**src/common/ext_subsys_pkg.sv**
```systemverilog
//////////////////////////////////////////////////
// external subsystem shared definitions
// bus structs, address rule, power FSM states
//////////////////////////////////////////////////

package ext_subsys_pkg;

  // bus widths
  localparam int unsigned DATA_W = 32;
  localparam int unsigned BE_W   = 4;

  // status register keeps off flags low, on flags from this bit up
  localparam int unsigned NUM_DOMAINS_MAX = 16;

  // request driven by one master
  typedef struct packed {
    logic              req;
    logic              we;
    logic [BE_W-1:0]   be;
    logic [31:0]       addr;
    logic [DATA_W-1:0] wdata;
  } obi_req_t;

  // response driven by one target
  typedef struct packed {
    logic              gnt;
    logic              rvalid;
    logic [DATA_W-1:0] rdata;
  } obi_rsp_t;

  // demux select, also the tag of outstanding transactions
  typedef enum logic {
    TGT_MEM = 1'b0,
    TGT_PWR = 1'b1
  } target_e;

  // per-domain power sequencer states
  typedef enum logic [2:0] {
    PWR_ON      = 3'd0,
    PWR_ISO     = 3'd1,
    PWR_SW_OFF  = 3'd2,
    PWR_OFF     = 3'd3,
    PWR_SW_ON   = 3'd4,
    PWR_UNISO   = 3'd5,
    PWR_RST_REL = 3'd6
  } pwr_state_e;

  // control pins of one external domain, all active low
  typedef struct packed {
    logic switch_n;
    logic iso_n;
    logic rst_n;
  } pwr_ctrl_t;

  // power controller window, 4 KiB, everything else is memory
  localparam logic [31:0] PWR_BASE = 32'h0001_0000;
  localparam logic [31:0] PWR_MASK = 32'hFFFF_F000;

  // register offsets inside the power window
  localparam logic [11:0] PWR_REQ_OFFS    = 12'h000;
  localparam logic [11:0] PWR_STATUS_OFFS = 12'h004;
  localparam logic [11:0] PWR_ACK_OFFS    = 12'h008;

endpackage

```
**src/power_ctrl/power_ctrl_regs.sv**
```systemverilog
//////////////////////////////////////////////////
// power controller registers
// request, status and ack view, one FSM per domain
//////////////////////////////////////////////////

`timescale 1ns/1ns

module power_ctrl_regs #(
  parameter int unsigned NUM_DOMAINS = 2
) (
  input  logic                                         clk_i,
  input  logic                                         rst_n_i,
  input  ext_subsys_pkg::obi_req_t                     req_i,
  output ext_subsys_pkg::obi_rsp_t                     rsp_o,
  output ext_subsys_pkg::pwr_ctrl_t [NUM_DOMAINS-1:0]  pwr_ctrl_o,
  input  logic [NUM_DOMAINS-1:0]                       switch_ack_n_i
);
  import ext_subsys_pkg::*;

  logic [11:0]            offs;
  logic                   wr_req;
  logic [NUM_DOMAINS-1:0] off_req_q;
  logic [NUM_DOMAINS-1:0] is_off;
  logic [NUM_DOMAINS-1:0] is_on;
  logic [DATA_W-1:0]      status;
  logic [DATA_W-1:0]      rd_data;
  logic                   rvalid_q;
  logic [DATA_W-1:0]      rdata_q;

  assign offs   = req_i.addr[11:0];
  assign wr_req = req_i.req & req_i.we;

  // only the request register is writable
  always_ff @(posedge clk_i or negedge rst_n_i) begin
    if (!rst_n_i) begin
      off_req_q <= '0;
    end else if (wr_req && (offs == PWR_REQ_OFFS)) begin
      for (int d = 0; d < NUM_DOMAINS; d++) begin
        if (req_i.be[d/8]) begin
          off_req_q[d] <= req_i.wdata[d];
        end
      end
    end
  end

  always_comb begin
    status = '0;
    for (int d = 0; d < NUM_DOMAINS; d++) begin
      status[d]                   = is_off[d];
      status[NUM_DOMAINS_MAX + d] = is_on[d];
    end
  end

  always_comb begin
    case (offs)
      PWR_REQ_OFFS:    rd_data = DATA_W'(off_req_q);
      PWR_STATUS_OFFS: rd_data = status;
      PWR_ACK_OFFS:    rd_data = DATA_W'(switch_ack_n_i);
      default:         rd_data = '0;
    endcase
  end

  // response one cycle after grant
  always_ff @(posedge clk_i or negedge rst_n_i) begin
    if (!rst_n_i) begin
      rvalid_q <= 1'b0;
    end else begin
      rvalid_q <= req_i.req;
    end
  end

  always_ff @(posedge clk_i) begin
    if (req_i.req) begin
      rdata_q <= req_i.we ? '0 : rd_data;
    end
  end

  assign rsp_o.gnt    = req_i.req;
  assign rsp_o.rvalid = rvalid_q;
  assign rsp_o.rdata  = rdata_q;

  for (genvar d = 0; d < NUM_DOMAINS; d++) begin : gen_domain
    power_domain_seq i_power_domain_seq (
      .clk_i,
      .rst_n_i,
      .off_req_i(off_req_q[d]),
      .ack_n_i  (switch_ack_n_i[d]),
      .ctrl_o   (pwr_ctrl_o[d]),
      .is_off_o (is_off[d]),
      .is_on_o  (is_on[d])
    );
  end

endmodule

```
**src/power_ctrl/power_domain_seq.sv**
```systemverilog
//////////////////////////////////////////////////
// power domain sequencer
// isolate, switch and reset with switch ack wait
//////////////////////////////////////////////////

`timescale 1ns/1ns

module power_domain_seq (
  input  logic                      clk_i,
  input  logic                      rst_n_i,
  input  logic                      off_req_i,
  input  logic                      ack_n_i,
  output ext_subsys_pkg::pwr_ctrl_t ctrl_o,
  output logic                      is_off_o,
  output logic                      is_on_o
);
  import ext_subsys_pkg::*;

  pwr_state_e state_q;
  pwr_state_e state_d;

  always_comb begin
    state_d = state_q;
    case (state_q)
      // request changes are only taken in the stable states
      PWR_ON: begin
        if (off_req_i) begin
          state_d = PWR_ISO;
        end
      end
      PWR_ISO: state_d = PWR_SW_OFF;
      PWR_SW_OFF: begin
        if (ack_n_i) begin
          state_d = PWR_OFF;
        end
      end
      PWR_OFF: begin
        if (!off_req_i) begin
          state_d = PWR_SW_ON;
        end
      end
      // switch cells report power good by pulling ack low
      PWR_SW_ON: begin
        if (!ack_n_i) begin
          state_d = PWR_UNISO;
        end
      end
      PWR_UNISO:   state_d = PWR_RST_REL;
      PWR_RST_REL: state_d = PWR_ON;
      default:     state_d = PWR_ON;
    endcase
  end

  always_ff @(posedge clk_i or negedge rst_n_i) begin
    if (!rst_n_i) begin
      state_q <= PWR_ON;
    end else begin
      state_q <= state_d;
    end
  end

  // reset goes low together with isolation
  always_comb begin
    case (state_q)
      PWR_ISO:             ctrl_o = '{switch_n: 1'b0, iso_n: 1'b0, rst_n: 1'b0};
      PWR_SW_OFF, PWR_OFF: ctrl_o = '{switch_n: 1'b1, iso_n: 1'b0, rst_n: 1'b0};
      PWR_SW_ON:           ctrl_o = '{switch_n: 1'b0, iso_n: 1'b0, rst_n: 1'b0};
      PWR_UNISO:           ctrl_o = '{switch_n: 1'b0, iso_n: 1'b1, rst_n: 1'b0};
      default:             ctrl_o = '{switch_n: 1'b0, iso_n: 1'b1, rst_n: 1'b1};
    endcase
  end

  assign is_off_o = (state_q == PWR_OFF);
  assign is_on_o  = (state_q == PWR_ON);

endmodule

```
**config.mk**
```make
export PLATFORM = sky130hd
export DESIGN_NAME = power_ctrl_regs
export DESIGN_NICKNAME = d
export VERILOG_FILES = /design/src/common/ext_subsys_pkg.sv /design/src/power_ctrl/power_ctrl_regs.sv /design/src/power_ctrl/power_domain_seq.sv
export SDC_FILE = /design/constraint.sdc
export NUM_CORES = 1
export LEC_CHECK = 0
export BUFFER_PORTS_ARGS = -buffer_cell sky130_fd_sc_hd__buf_2
export CORE_UTILIZATION = 35
export CTS_CLUSTER_SIZE = 16
export DETAILED_ROUTE_END_ITERATION = 16
export GPL_TIMING_DRIVEN = 0
export HOLD_SLACK_MARGIN = 0.03
export MAX_ROUTING_LAYER = met4
export PLACE_DENSITY = 0.94
export SYNTH_ARGS = -nofsm -noshare
export SYNTH_HDL_FRONTEND = slang
export SYNTH_SLANG_ARGS = --single-unit
```
**constraint.sdc**
```tcl
create_clock -name clk_i -period 3.8 [get_ports clk_i]
set_clock_uncertainty 0.15 [all_clocks]
set_input_delay 0.38 -clock clk_i [delete_from_list [all_inputs] [get_ports clk_i]]
set_output_delay 0.38 -clock clk_i [all_outputs]
set_load 0.01 [all_outputs]
```
==> results.md <==
- Maximum number of pins on one net before global-route repair: 10
- Fin Setup TNS: 0 ns
- Critical path startpoint category: flop
- Initial antenna violation count: 0
- Initial Utilization: a little under two fifths
- Max Cap Violations: 0
- CTS tree: yes
- Leading area contributor after synthesis: buf_4
- Hold Crit Class: input pin to flop
- DR vias/cell: between 4 and 5
- Critical path fanouts, max: 8
- Via count: 813
- Most common cell after layout, fill and taps aside: buf_2
- LEAKAGE: between 0.6 and 0.7 nW
- Post-CTS Resized: 0
- H-tree levels: 1
- GPL Wtd Cong: just under 0.8
- Pwr Density: approximately 450 nW/µm²
- Number of DRC violations after detailed routing: 0
- Routed wire per std cell: roughly 9.5 µm
- Nets: 235
- Final hold viol count: 0
- Req. time, crit path: between 3 and 4 ns
- Synth top area share: 23.7%
- Worst-Skew Late Latency: 0.28 ns
- Syn Inst Count: 96
- Register area share after synthesis: a little over a third
- Synth cell types: 31
- Final setup violating endpoints: 0
- Synth warnings: 0
- Most frequent cells in the layout: buf_2 (33), buf_4 (30), conb_1 (28)
- Row count: 18
- Initial DRT Pass Iterations: 4
- GRT Util Overall: 14.5%
- Max IR drop VDD: between 0.0002 and 0.00025 V
- Die H: between 50 and 60 µm
- Die X: 54.2 µm
- Initial DRC count: 9
- Avg Cell Area, Syn: ~9.9 µm²
- ANT cells: 0
- FF+latch count, synth: 13
- CP Capture Type: primary output
- # hold bufs at CTS: 1
- Fmax: 0.518 GHz
- Clock net sink count: 13
- Hold WS: approximately 0.15 ns
- Clock Root Buffer: clkbuf_4
- Area Overhead vs Synth: 35.2%
- Netlist Area Pre-Place: about 950 µm²
- Outcome: completed
- HPWL after DPL: around 1500 µm
- Post-CTS setup buffer count: 0
- IO Count: 114
- Core Region: 2520 µm²
- Critical path class: flop to primary output
- Final Critical Period: ~1.9 ns
- Routed Antenna Nets: 0
- Period utilisation layout: approximately half
- Final WL: 1800 µm
- Unrepaired setup endpoints after global routing: no
- Worst EP arrival: approximately 1.4 ns
- Clock buffer count from CTS: 3
- Fin. max-slew vios: 0
- DIE AREA: around 2900 µm²
- Global-route wire length before repair: around 2900 µm
- Buffers added on ports: 32
- CTS Buffer Depth: 2
- Synth area leaders: buf_4 (24%), dfrtp_1 (24%), edfxtp_1 (13%), nor4_4 (4.5%), mux2_2 (3.5%)
- Total congestion overflow: 0
- Clock transition at path regs: 0.07 ns
- Layout cells sized above 1: 46.9%
- Vias in the first global route: ~670
worst max-delay path, stage by stage, from the launching register on:
cell and delay [ns]:
dfrtp_1 0.33, clkbuf_1 0.29, mux2_2 0.37, buf_2 0.14
cell usage after synthesis (all sizes together):
library cell / n
or3: 1
mux2: 5
and3: 1
a21oi: 5
clkbuf: 2
nand3b: 1
a31o: 1
nand4: 2
nor2: 2
a221oi: 1
nor2b: 4
nor4: 5
mux2i: 3
buf: 31
o31ai: 1
o21ai: 3
edfxtp: 4
conb: 1
or2: 2
xor2: 1
nand3: 4
nor3: 1
a21o: 1
xnor2: 1
inv: 3
o21a: 1
dfrtp: 9
metal layers:
layer / vias up / global-route usage, % / share of wire (%)
met5: - / - / 0
met4: 0 / 8.97 / 2.7
met3: 5 / 2.54 / 12
met2: 58 / 22.4 / 47
met1: 346 / 17.2 / 38
li1: 404 / - / -
metrics by stage:
| stage | util, % | cell area [µm²] | setup slack (ns) | cells | power (mW) |
|---|---|---|---|---|---|
| after floorplan | - | 1050 | 2.34 | 123 | 0.405 |
| after CTS | 51.0 | 1290 | 1.86 | 190 | 0.584 |
| after detailed placement | 49.6 | 1250 | 2.12 | 185 | 0.496 |
| final | 51.0 | 1290 | 1.87 | 190 | 0.579 |
| after global placement | 49.6 | 1250 | 2.19 | 185 | 0.488 |
| after global routing | 51.0 | 1290 | 1.76 | 190 | 0.631 |
layout make-up:
cell class,instances,area [µm²]
multi-input combinational,74,459
inverter,3,11.3
clock buffer,4,26.3
sequential,13,345
buffer,33,238
fill,258,1230
tap,30,37.5
timing repair buffer,33,170
worst paths after layout:
kind,cells past startpoint,slack [ns],to,startpoint
max in group asynchronous,2,2.99,gen_domain[1].i_power_domain_seq.state_q[0],rst_n_i
min in group asynchronous,2,0.33,off_req_q[1],rst_n_i
min reg2reg,1,0.40,gen_domain[0].i_power_domain_seq.state_q[0],gen_domain[0].i_power_domain_seq.state_q[2]
max,3,1.87,pwr_ctrl_o[3],gen_domain[1].i_power_domain_seq.state_q[2]
max reg2reg,3,2.41,gen_domain[0].i_power_domain_seq.state_q[0],gen_domain[0].i_power_domain_seq.state_q[0]
min,1,0.15,rvalid_q,req_i[69]
registers in the layout, summed over array words and instances (netlist names):
signal,cells
gen_domain.i_power_domain_seq.state_q,6
rdata_q,4
off_req_q,2
rvalid_q,1
power breakdown:
part	switching (mW)	internal, mW
combinational	0.153	0.138
clock	0.0455	0.0408
sequential	0.0273	0.174
cell families (layout without fill, tap and decap cells):
| family | after synthesis | after routing | synth area share [%] |
|---|---|---|---|
| flip-flops | 13 | 13 | 36.3 |
| XOR/XNOR | 2 | 2 | 1.84 |
| AND/OR/NAND/NOR | 23 | 23 | 17.9 |
| AO/OA/AOI/OAI | 13 | 13 | 8.41 |
| other | 1 | 28 | 0.394 |
| multiplexers | 8 | 8 | 9.07 |
| buffers and inverters | 36 | 73 | 26.1 |
(Power assumes the default switching activity.)
