<file path="src/common/ext_subsys_pkg.sv">
//////////////////////////////////////////////////
// external subsystem shared definitions
// bus structs, address rule, power FSM states
//////////////////////////////////////////////////

package ext_subsys_pkg;

  // bus widths
  localparam int unsigned DATA_W = 32;
  localparam int unsigned BE_W   = 4;

  // status register keeps off flags low, on flags from this bit up
  localparam int unsigned NUM_DOMAINS_MAX = 16;

  // request driven by one master
  typedef struct packed {
    logic              req;
    logic              we;
    logic [BE_W-1:0]   be;
    logic [31:0]       addr;
    logic [DATA_W-1:0] wdata;
  } obi_req_t;

  // response driven by one target
  typedef struct packed {
    logic              gnt;
    logic              rvalid;
    logic [DATA_W-1:0] rdata;
  } obi_rsp_t;

  // demux select, also the tag of outstanding transactions
  typedef enum logic {
    TGT_MEM = 1'b0,
    TGT_PWR = 1'b1
  } target_e;

  // per-domain power sequencer states
  typedef enum logic [2:0] {
    PWR_ON      = 3'd0,
    PWR_ISO     = 3'd1,
    PWR_SW_OFF  = 3'd2,
    PWR_OFF     = 3'd3,
    PWR_SW_ON   = 3'd4,
    PWR_UNISO   = 3'd5,
    PWR_RST_REL = 3'd6
  } pwr_state_e;

  // control pins of one external domain, all active low
  typedef struct packed {
    logic switch_n;
    logic iso_n;
    logic rst_n;
  } pwr_ctrl_t;

  // power controller window, 4 KiB, everything else is memory
  localparam logic [31:0] PWR_BASE = 32'h0001_0000;
  localparam logic [31:0] PWR_MASK = 32'hFFFF_F000;

  // register offsets inside the power window
  localparam logic [11:0] PWR_REQ_OFFS    = 12'h000;
  localparam logic [11:0] PWR_STATUS_OFFS = 12'h004;
  localparam logic [11:0] PWR_ACK_OFFS    = 12'h008;

endpackage

</file>
<file path="src/rtl/obi_demux.sv">
//////////////////////////////////////////////////
// host port demux
// steers requests to memory or power regs and
// returns responses in grant order
//////////////////////////////////////////////////

`timescale 1ns/1ns

module obi_demux (
  input  logic                     clk_i,
  input  logic                     rst_n_i,
  input  ext_subsys_pkg::obi_req_t host_req_i,
  output ext_subsys_pkg::obi_rsp_t host_rsp_o,
  output ext_subsys_pkg::obi_req_t mem_req_o,
  input  ext_subsys_pkg::obi_rsp_t mem_rsp_i,
  output ext_subsys_pkg::obi_req_t pwr_req_o,
  input  ext_subsys_pkg::obi_rsp_t pwr_rsp_i
);
  import ext_subsys_pkg::*;

  localparam int unsigned MAX_OUTSTANDING = 4;
  localparam int unsigned CNT_W           = $clog2(MAX_OUTSTANDING + 1);

  target_e          sel;
  target_e          last_tgt_q;
  logic [CNT_W-1:0] out_cnt_q;
  logic             may_issue;
  logic             accept;
  logic             retire;
  obi_rsp_t         owner_rsp;

  // single rule for the power window, default goes to memory
  assign sel = ((host_req_i.addr & PWR_MASK) == PWR_BASE) ? TGT_PWR : TGT_MEM;

  // only one target in flight at a time, so no reordering needed
  assign may_issue = (out_cnt_q < CNT_W'(MAX_OUTSTANDING)) &&
                     ((out_cnt_q == '0) || (last_tgt_q == sel));

  always_comb begin
    mem_req_o     = host_req_i;
    pwr_req_o     = host_req_i;
    mem_req_o.req = host_req_i.req & may_issue & (sel == TGT_MEM);
    pwr_req_o.req = host_req_i.req & may_issue & (sel == TGT_PWR);
  end

  // responses come from whoever owns the outstanding transactions
  assign owner_rsp = (last_tgt_q == TGT_PWR) ? pwr_rsp_i : mem_rsp_i;

  always_comb begin
    host_rsp_o.gnt    = host_req_i.req & may_issue &
                        ((sel == TGT_PWR) ? pwr_rsp_i.gnt : mem_rsp_i.gnt);
    host_rsp_o.rvalid = owner_rsp.rvalid;
    host_rsp_o.rdata  = owner_rsp.rdata;
  end

  assign accept = host_req_i.req & host_rsp_o.gnt;
  assign retire = host_rsp_o.rvalid;

  always_ff @(posedge clk_i or negedge rst_n_i) begin
    if (!rst_n_i) begin
      out_cnt_q  <= '0;
      last_tgt_q <= TGT_MEM;
    end else begin
      out_cnt_q <= out_cnt_q + CNT_W'(accept) - CNT_W'(retire);
      if (accept) begin
        last_tgt_q <= sel;
      end
    end
  end

endmodule

</file>
<file path="config.mk">
export PLATFORM = sky130hd
export DESIGN_NAME = obi_demux
export DESIGN_NICKNAME = d
export VERILOG_FILES = /design/src/common/ext_subsys_pkg.sv /design/src/rtl/obi_demux.sv
export SDC_FILE = /design/constraint.sdc
export NUM_CORES = 1
export LEC_CHECK = 0
export CAP_MARGIN = 20
export CORE_AREA = 2 2 121 123
export DETAILED_ROUTE_END_ITERATION = 8
export DIE_AREA = 0 0 123 125
export DONT_BUFFER_PORTS = 1
export GPL_TIMING_DRIVEN = 0
export HOLD_SLACK_MARGIN = 0.02
export PLACE_DENSITY = 0.3
export SLEW_MARGIN = 20
export SYNTH_ARGS = -nofsm -noshare
export SYNTH_HDL_FRONTEND = slang
export SYNTH_SLANG_ARGS = --single-unit
</file>
<file path="constraint.sdc">
create_clock -name clk_i -period 3 [get_ports clk_i]
set_input_delay 0.9 -clock clk_i [delete_from_list [all_inputs] [get_ports clk_i]]
set_output_delay 0.9 -clock clk_i [all_outputs]
set_load 0.02 [all_outputs]
</file>
==> flow_summary.toml, run 1 <==
[critical_path]
worst-path-max-fanout = 3
worstSetupEndpointType = "register"
crit_required_ns = 3.11
worst_ep_arrival_time_ns = 3.07
critPathLaunchType = "primary input"
r2r_slack_ns = 0.32
crit_type = "in -> reg"

[clock_network]
root_buffer = "clkbuf_16"
htree_levels = 1
holdBufCountCts = 0
clock-sinks = 4
cts.path.max_buffers = 2
clock_latency_ns = 0.23
clkTransAtPathRegs_ns = 0.03
cts_tree = "yes"
cts_inserted_buffers = 3

[synthesis]
synth_top_family_by_area = "buffers and inverters"
synthMuxAreaShare_pct = 22.21
synth-xor-area-share_pct = 0.9936
yosys_warnings = 0
synth_fa_ha_area_share_pct = 2.555
synth_area_sq_mm = 0.001763
synthCells = 211
synth_compound_area_share_pct = 0.9226
synth-simple-area-share_pct = 7.310
ys_seq_area_share_pct = 5.678
avgSynthCellArea_sq_um = 8.355
synthesis.nets = 354
ys_ff_latch = 4
synthDistinctLibCells = 26

[floorplanning]
die_w_um = 123
core_area_sq_mm = 0.01420
die_area_sq_mm = 0.01538
ios = 314
die_h_um = 125
rows = 44
start_util_pct = 12.41

[finish]
final_common_cell = "buf_4"
final_nets = 362
antennaDiodeCount = 0
num-fill-cells = 1591
drive_above_1_share_pct = 90.32
layout.cells.non_filler = 401
layout_common_cells = "buf_4 (141), mux2_2 (33), nor4_4 (4), dfrtp_1 (4)"
areaGrowthSynthToFinish_pct = 25.83

[power]
combPwrFrac_pct = 60.8
p_per_area_mw_per_mm2 = 356.4
p_int_w = 0.0004621
pwr-share-seq_pct = 12.8
power.net_switching_w = 0.0003285
p_leak_nw = 0.9948
total_power_w = 0.0007907
max-vdd-ir-drop_uv = 115.3
switching_share_pct = 41.55
clock_power_share_pct = 26.5

[grt]
gr-usage-all-layers_pct = 5.034
overflow = 0
antenna_found_initial = 0
grt_pass1_wl_mm = 5.920
use_met2_pct = 10.07
use_met3_pct = 2.007
grt_pass1_vias = 1187
busiest_layer = "met2"
grt_max_degree = 11
use_met1_pct = 4.587

[timing]
setup_viol = 0
finalClockSkew_ns = 0.004721
slew_headroom_pct = 64.03
min_period_ns = 2.962
max_freq_ghz = 0.3376
final_hold_viol_count = 0
rsz0062_at_grt = "true"
slew_viol_final = 0
max_slew.worst_pin.slew_ns = 0.5395
layout_setup_ws_ns = 0.03755
period_share_pct = 98.75

[route]
postRouteAntennaNets = 0
drtIter0Drc = 20
vias_per_cell = 3.257
wl_mm = 4.903
routedWlPerCell_um = 12.23
num_vias = 1306
drc = 0
drtPass1Iterations = 2

[placed_design]
place_ws_ns = -0.3242
port_buffers = 0
gp_congestion = 0.7035
dp_hpwl_mm = 4.464
dpl.cell_count = 395

[worst_hold_path]
hp-class = "in -> async"

[run_status]
outcome = "completed"

[job]
max-cap-violations = 0
==> metal layers <==
metal	vias up	wire (um)
li1	558	-
met1	580	1417
met2	164	2744
met3	4	709
met4	0	31
met5	-	0
==> critical path, cell delays in order <==
cell,delay [ns]
nor4_4,0.27
nand3_2,0.13
nor2_4,0.19
mux2i_4,0.10
or3_4,0.39
ha_4,0.27
inv_2,0.03
ha_4,0.14
fa_2,0.36
xnor2_2,0.15
xnor2_1,0.12
==> state kept, by name, indices dropped and copies added (netlist names) <==
signal,count
out_cnt_q,3
last_tgt_q,1
==> power by group through the flow <==
| stage | registers (W) | clock network (W) | logic, W |
|---|---|---|---|
| final | 0.000101 | 0.000209 | 0.000480 |
| after global routing | 0.000106 | 0.000212 | 0.000514 |
| after CTS | 0.0000982 | 0.000211 | 0.000468 |
| after detailed placement | 0.0000963 | 0 | 0.000451 |
| after global placement | 0.0000961 | 0 | 0.000454 |
| after floorplan | 0.0000908 | 0 | 0.000419 |
==> layout make-up <==
cell class                      count  area, sq um  area share (%)
Buffer                            142         1052           47.43
Multi-Input combinational cell     62        726.9           32.77
Tap cell                          184        230.2           10.38
Sequential cell                     4        100.1           4.512
Clock buffer                        3        75.07           3.384
Timing Repair Buffer                3        22.52           1.015
Inverter                            3        11.26          0.5076
==> final timing paths <==
path / start / end / depth (start not counted)
worst min-delay path: rst_n_i / out_cnt_q[0] / 0
worst min register to register: out_cnt_q[0] / out_cnt_q[0] / 1
max in group asynchronous: rst_n_i / last_tgt_q / 0
worst max-delay path: host_req_i[62] / out_cnt_q[2] / 11
min in group clk_i: out_cnt_q[0] / out_cnt_q[0] / 1
worst max register to register: last_tgt_q / out_cnt_q[2] / 9
==> kinds of logic (layout without fill, tap and decap cells) <==
| family | after synthesis | count (layout) |
|---|---|---|
| mux | 35 | 35 |
| flops | 4 | 4 |
| xor+xnor | 2 | 2 |
| simple gates | 19 | 19 |
| compound gates | 3 | 3 |
| buf+inv | 145 | 151 |
| fa+ha+maj | 3 | 3 |
==> per-stage QoR <==
step	cell area [sq um]	util, %	setup TNS (ns)	hold WS, ns
6_report	2218	15.62	0	0.3696
5_1_grt	2218	15.62	-0.1254	0.3682
4_1_cts	2141	15.07	-0.06319	0.3688
3_5_place_dp	2002	14.09	-0.7968	0.5409
3_3_place_gp	2002	14.09	-0.7797	0.5416
2_1_floorplan	1772	-	-0.04644	0.4960
==> what timing repair did <==
action,4_1_cts,5_1_grt
endpoints found under the setup margin,2,3
buffers inserted,1,2
pin swaps,6,9
resized for setup,9,10
==> Yosys cell counts <==
master    count  area [sq um]
mux2_2       33         371.6
inv_1         3         11.26
nor4_1        1         6.260
a31oi_1       1         6.260
nor2b_1       1         6.260
buf_4       138          1036
and3_1        1         6.260
nor3_1        1         5.000
nor4_2        3         37.54
mux2i_1       2         20.02
fa_1          1         20.02
buf_2         1         5.000
dfrtp_1       4         100.1
nor4b_1       1         8.760
xnor2_1       2         17.52
or2_2         1         6.260
or3_1         1         6.260
buf_1         3         11.26
nor2_1        3         11.26
ha_1          2         25.02
a21oi_1       1         5.000
nand2_1       2         7.510
nor2_4        1         11.26
o21ai_0       1         5.000
nand3_1       2         10.01
nand2b_1      1         6.260
No activity file was read; power rests on OpenSTA's default activity.
==> run 2: changes to the inputs <==
Settings changed: CORE_AREA 2 2 121 123 to 2 2 123 125, DIE_AREA 0 0 123 125 to 0 0 125 127.
==> flow_summary.toml, run 2 (synthesized netlist as in run 1, its figures left out) <==
[timing]
rsz0062_at_grt = "true"
setup_viol = 0
max_slew.worst_pin.slew_ns = 0.6610
slew_headroom_pct = 55.94
min_period_ns = 2.950
final_hold_viol_count = 0
whs_ns = 0.3744
finalClockSkew_ns = 0.0002484
slew_viol_final = 0
period_share_pct = 98.34
max_freq_ghz = 0.3390

[route]
routedWlPerCell_um = 12.88
drc = 0
wl_mm = 5.165
vias_per_cell = 3.204
drtPass1Iterations = 4
top_layer = "met4"
num_vias = 1285
postRouteAntennaNets = 0
drtIter0Drc = 20
routed-wl-met2_mm = 3.035
wl_met1_mm = 1.392
wl_met3_um = 629

[clock_network]
cts_tree = "yes"
clock_latency_ns = 0.22
root_buffer = "clkbuf_16"
cts_inserted_buffers = 3
clock-sinks = 4
clkTransAtPathRegs_ns = 0.03
cts.path.max_buffers = 2
htree_levels = 1
holdBufCountCts = 0

[grt]
grt_max_degree = 11
gr-usage-all-layers_pct = 5.196
grt_pass1_vias = 1169
antenna_found_initial = 2
grt_pass1_wl_mm = 6.230
overflow = 0

[power]
p_leak_nw = 0.9711
p_per_area_mw_per_mm2 = 356.8
combPwrFrac_pct = 60.4
power.net_switching_w = 0.0003150
p_int_w = 0.0004507
switching_share_pct = 41.14
pwr-share-seq_pct = 12.7
max-vdd-ir-drop_uv = 106.8
clock_power_share_pct = 26.9

[worst_hold_path]
hp-class = "in -> async"

[critical_path]
worst_ep_arrival_time_ns = 3.05
r2r_cells = 9
r2r-start = "last_tgt_q"
worstSetupEndpointType = "register"
cp_cell_sequence = "nor4_4 > nand2_1 > nor2_4 > mux2i_2 > or3_1 > ha_1 > inv_1 > ha_2 > fa_2 > xnor2_2 > xnor2_1"
worst-path-max-fanout = 4
crit_required_ns = 3.10
critPathLaunchType = "primary input"
crit_type = "in -> reg"
r2r_slack_ns = 0.29
path_delay_family = "simple AND/OR/NAND/NOR gates"
r2r-end = "out_cnt_q[2]"
cp.buffers_inverters = 1
cpPeakStageDelay_ns = 0.36
cp_slowest_cell = "or3_1"

[floorplanning]
die_w_um = 125
start_util_pct = 12.22
rows = 44
die_h_um = 127
die_area_sq_mm = 0.01588
ios = 314
core_area_sq_mm = 0.01442

[placed_design]
dp_hpwl_mm = 4.748
port_buffers = 0
gp_congestion = 0.7847
dpl.cell_count = 395

[finish]
reg_top3 = "out_cnt_q (3), last_tgt_q (1)"
layout.cells.non_filler = 401
utilization_pct = 14.88
layout_common_cells = "buf_4 (139), mux2_2 (33), dfrtp_1 (4)"
areaGrowthSynthToFinish_pct = 21.72
num-fill-cells = 1642
final_nets = 360
final_common_cell = "buf_4"
regMostFlops = "out_cnt_q"
largest_reg_flops = 3
regArea_sq_um = 100.1
drive_above_1_share_pct = 87.91
multi_input_area_sq_um = 664.4

[job]
max-cap-violations = 0

[run_status]
outcome = "completed"
## run 2: layout make-up
cell class	instances	area share [%]
antenna	2	0.2332
buffer	142	49.04
clock buffer	3	3.499
inverter	3	0.5248
multi-input combinational	62	30.96
sequential	4	4.665
tap	184	10.73
timing repair buffer	1	0.3499
## run 2: worst register-to-register path, cell delays in order, from the launching register on
cell	delay, ns
dfrtp_1	0.30
buf_2	0.25
buf_1	0.44
mux2_2	0.48
ha_1	0.31
inv_1	0.04
ha_2	0.16
fa_2	0.35
xnor2_2	0.14
xnor2_1	0.12
## run 2: how the worst max path moves through the flow
| stage | slack (ns) | start | end | cells after the start |
|---|---|---|---|---|
| floorplan | -0.05 | host_req_i[50] | out_cnt_q[2] | 11 |
| finish | 0.05 | host_req_i[45] | out_cnt_q[2] | 11 |
| CTS | -0.03 | host_req_i[63] | out_cnt_q[2] | 11 |
| global route | -0.13 | host_req_i[58] | out_cnt_q[2] | 11 |
| global placement | -0.36 | host_req_i[58] | out_cnt_q[2] | 11 |
| detailed placement | -0.35 | host_req_i[58] | out_cnt_q[2] | 11 |
## run 2: power by group through the flow
| stage | clock, W | sequential (W) | combinational [W] |
|---|---|---|---|
| final | 0.000206 | 0.0000973 | 0.000463 |
| after global routing | 0.000213 | 0.000102 | 0.000500 |
| after floorplan | 0 | 0.0000908 | 0.000419 |
| after detailed placement | 0 | 0.0000964 | 0.000450 |
| after CTS | 0.000210 | 0.0000984 | 0.000466 |
| after global placement | 0 | 0.0000958 | 0.000455 |
## run 2: routing by layer
| metal | track usage (%) | vias up |
|---|---|---|
| met5 | 0 | - |
| met4 | 2.484 | 0 |
| met3 | 1.466 | 6 |
| met2 | 10.39 | 166 |
| met1 | 4.810 | 557 |
| li1 | - | 556 |
## run 2: repair_timing
item | CTS | global route
gates resized for setup | 7 | 2
setup endpoints to repair | 2 | 4
pin swaps | 2 | 3
buffers inserted | 1 | 0
cloned | 0 | 0
## run 2: per-stage QoR
step           total power, W  area, sq um   TNS, ns  setup slack, ns
2_1_floorplan       0.0005097         1772  -0.04644         -0.04644
3_3_place_gp        0.0005507         2002   -0.8925          -0.3611
3_5_place_dp        0.0005463         2002   -0.8605          -0.3457
5_1_grt             0.0008143         2146   -0.1349          -0.1254
6_report            0.0007657         2146         0          0.04992
4_1_cts             0.0007749         2123  -0.03160         -0.03160
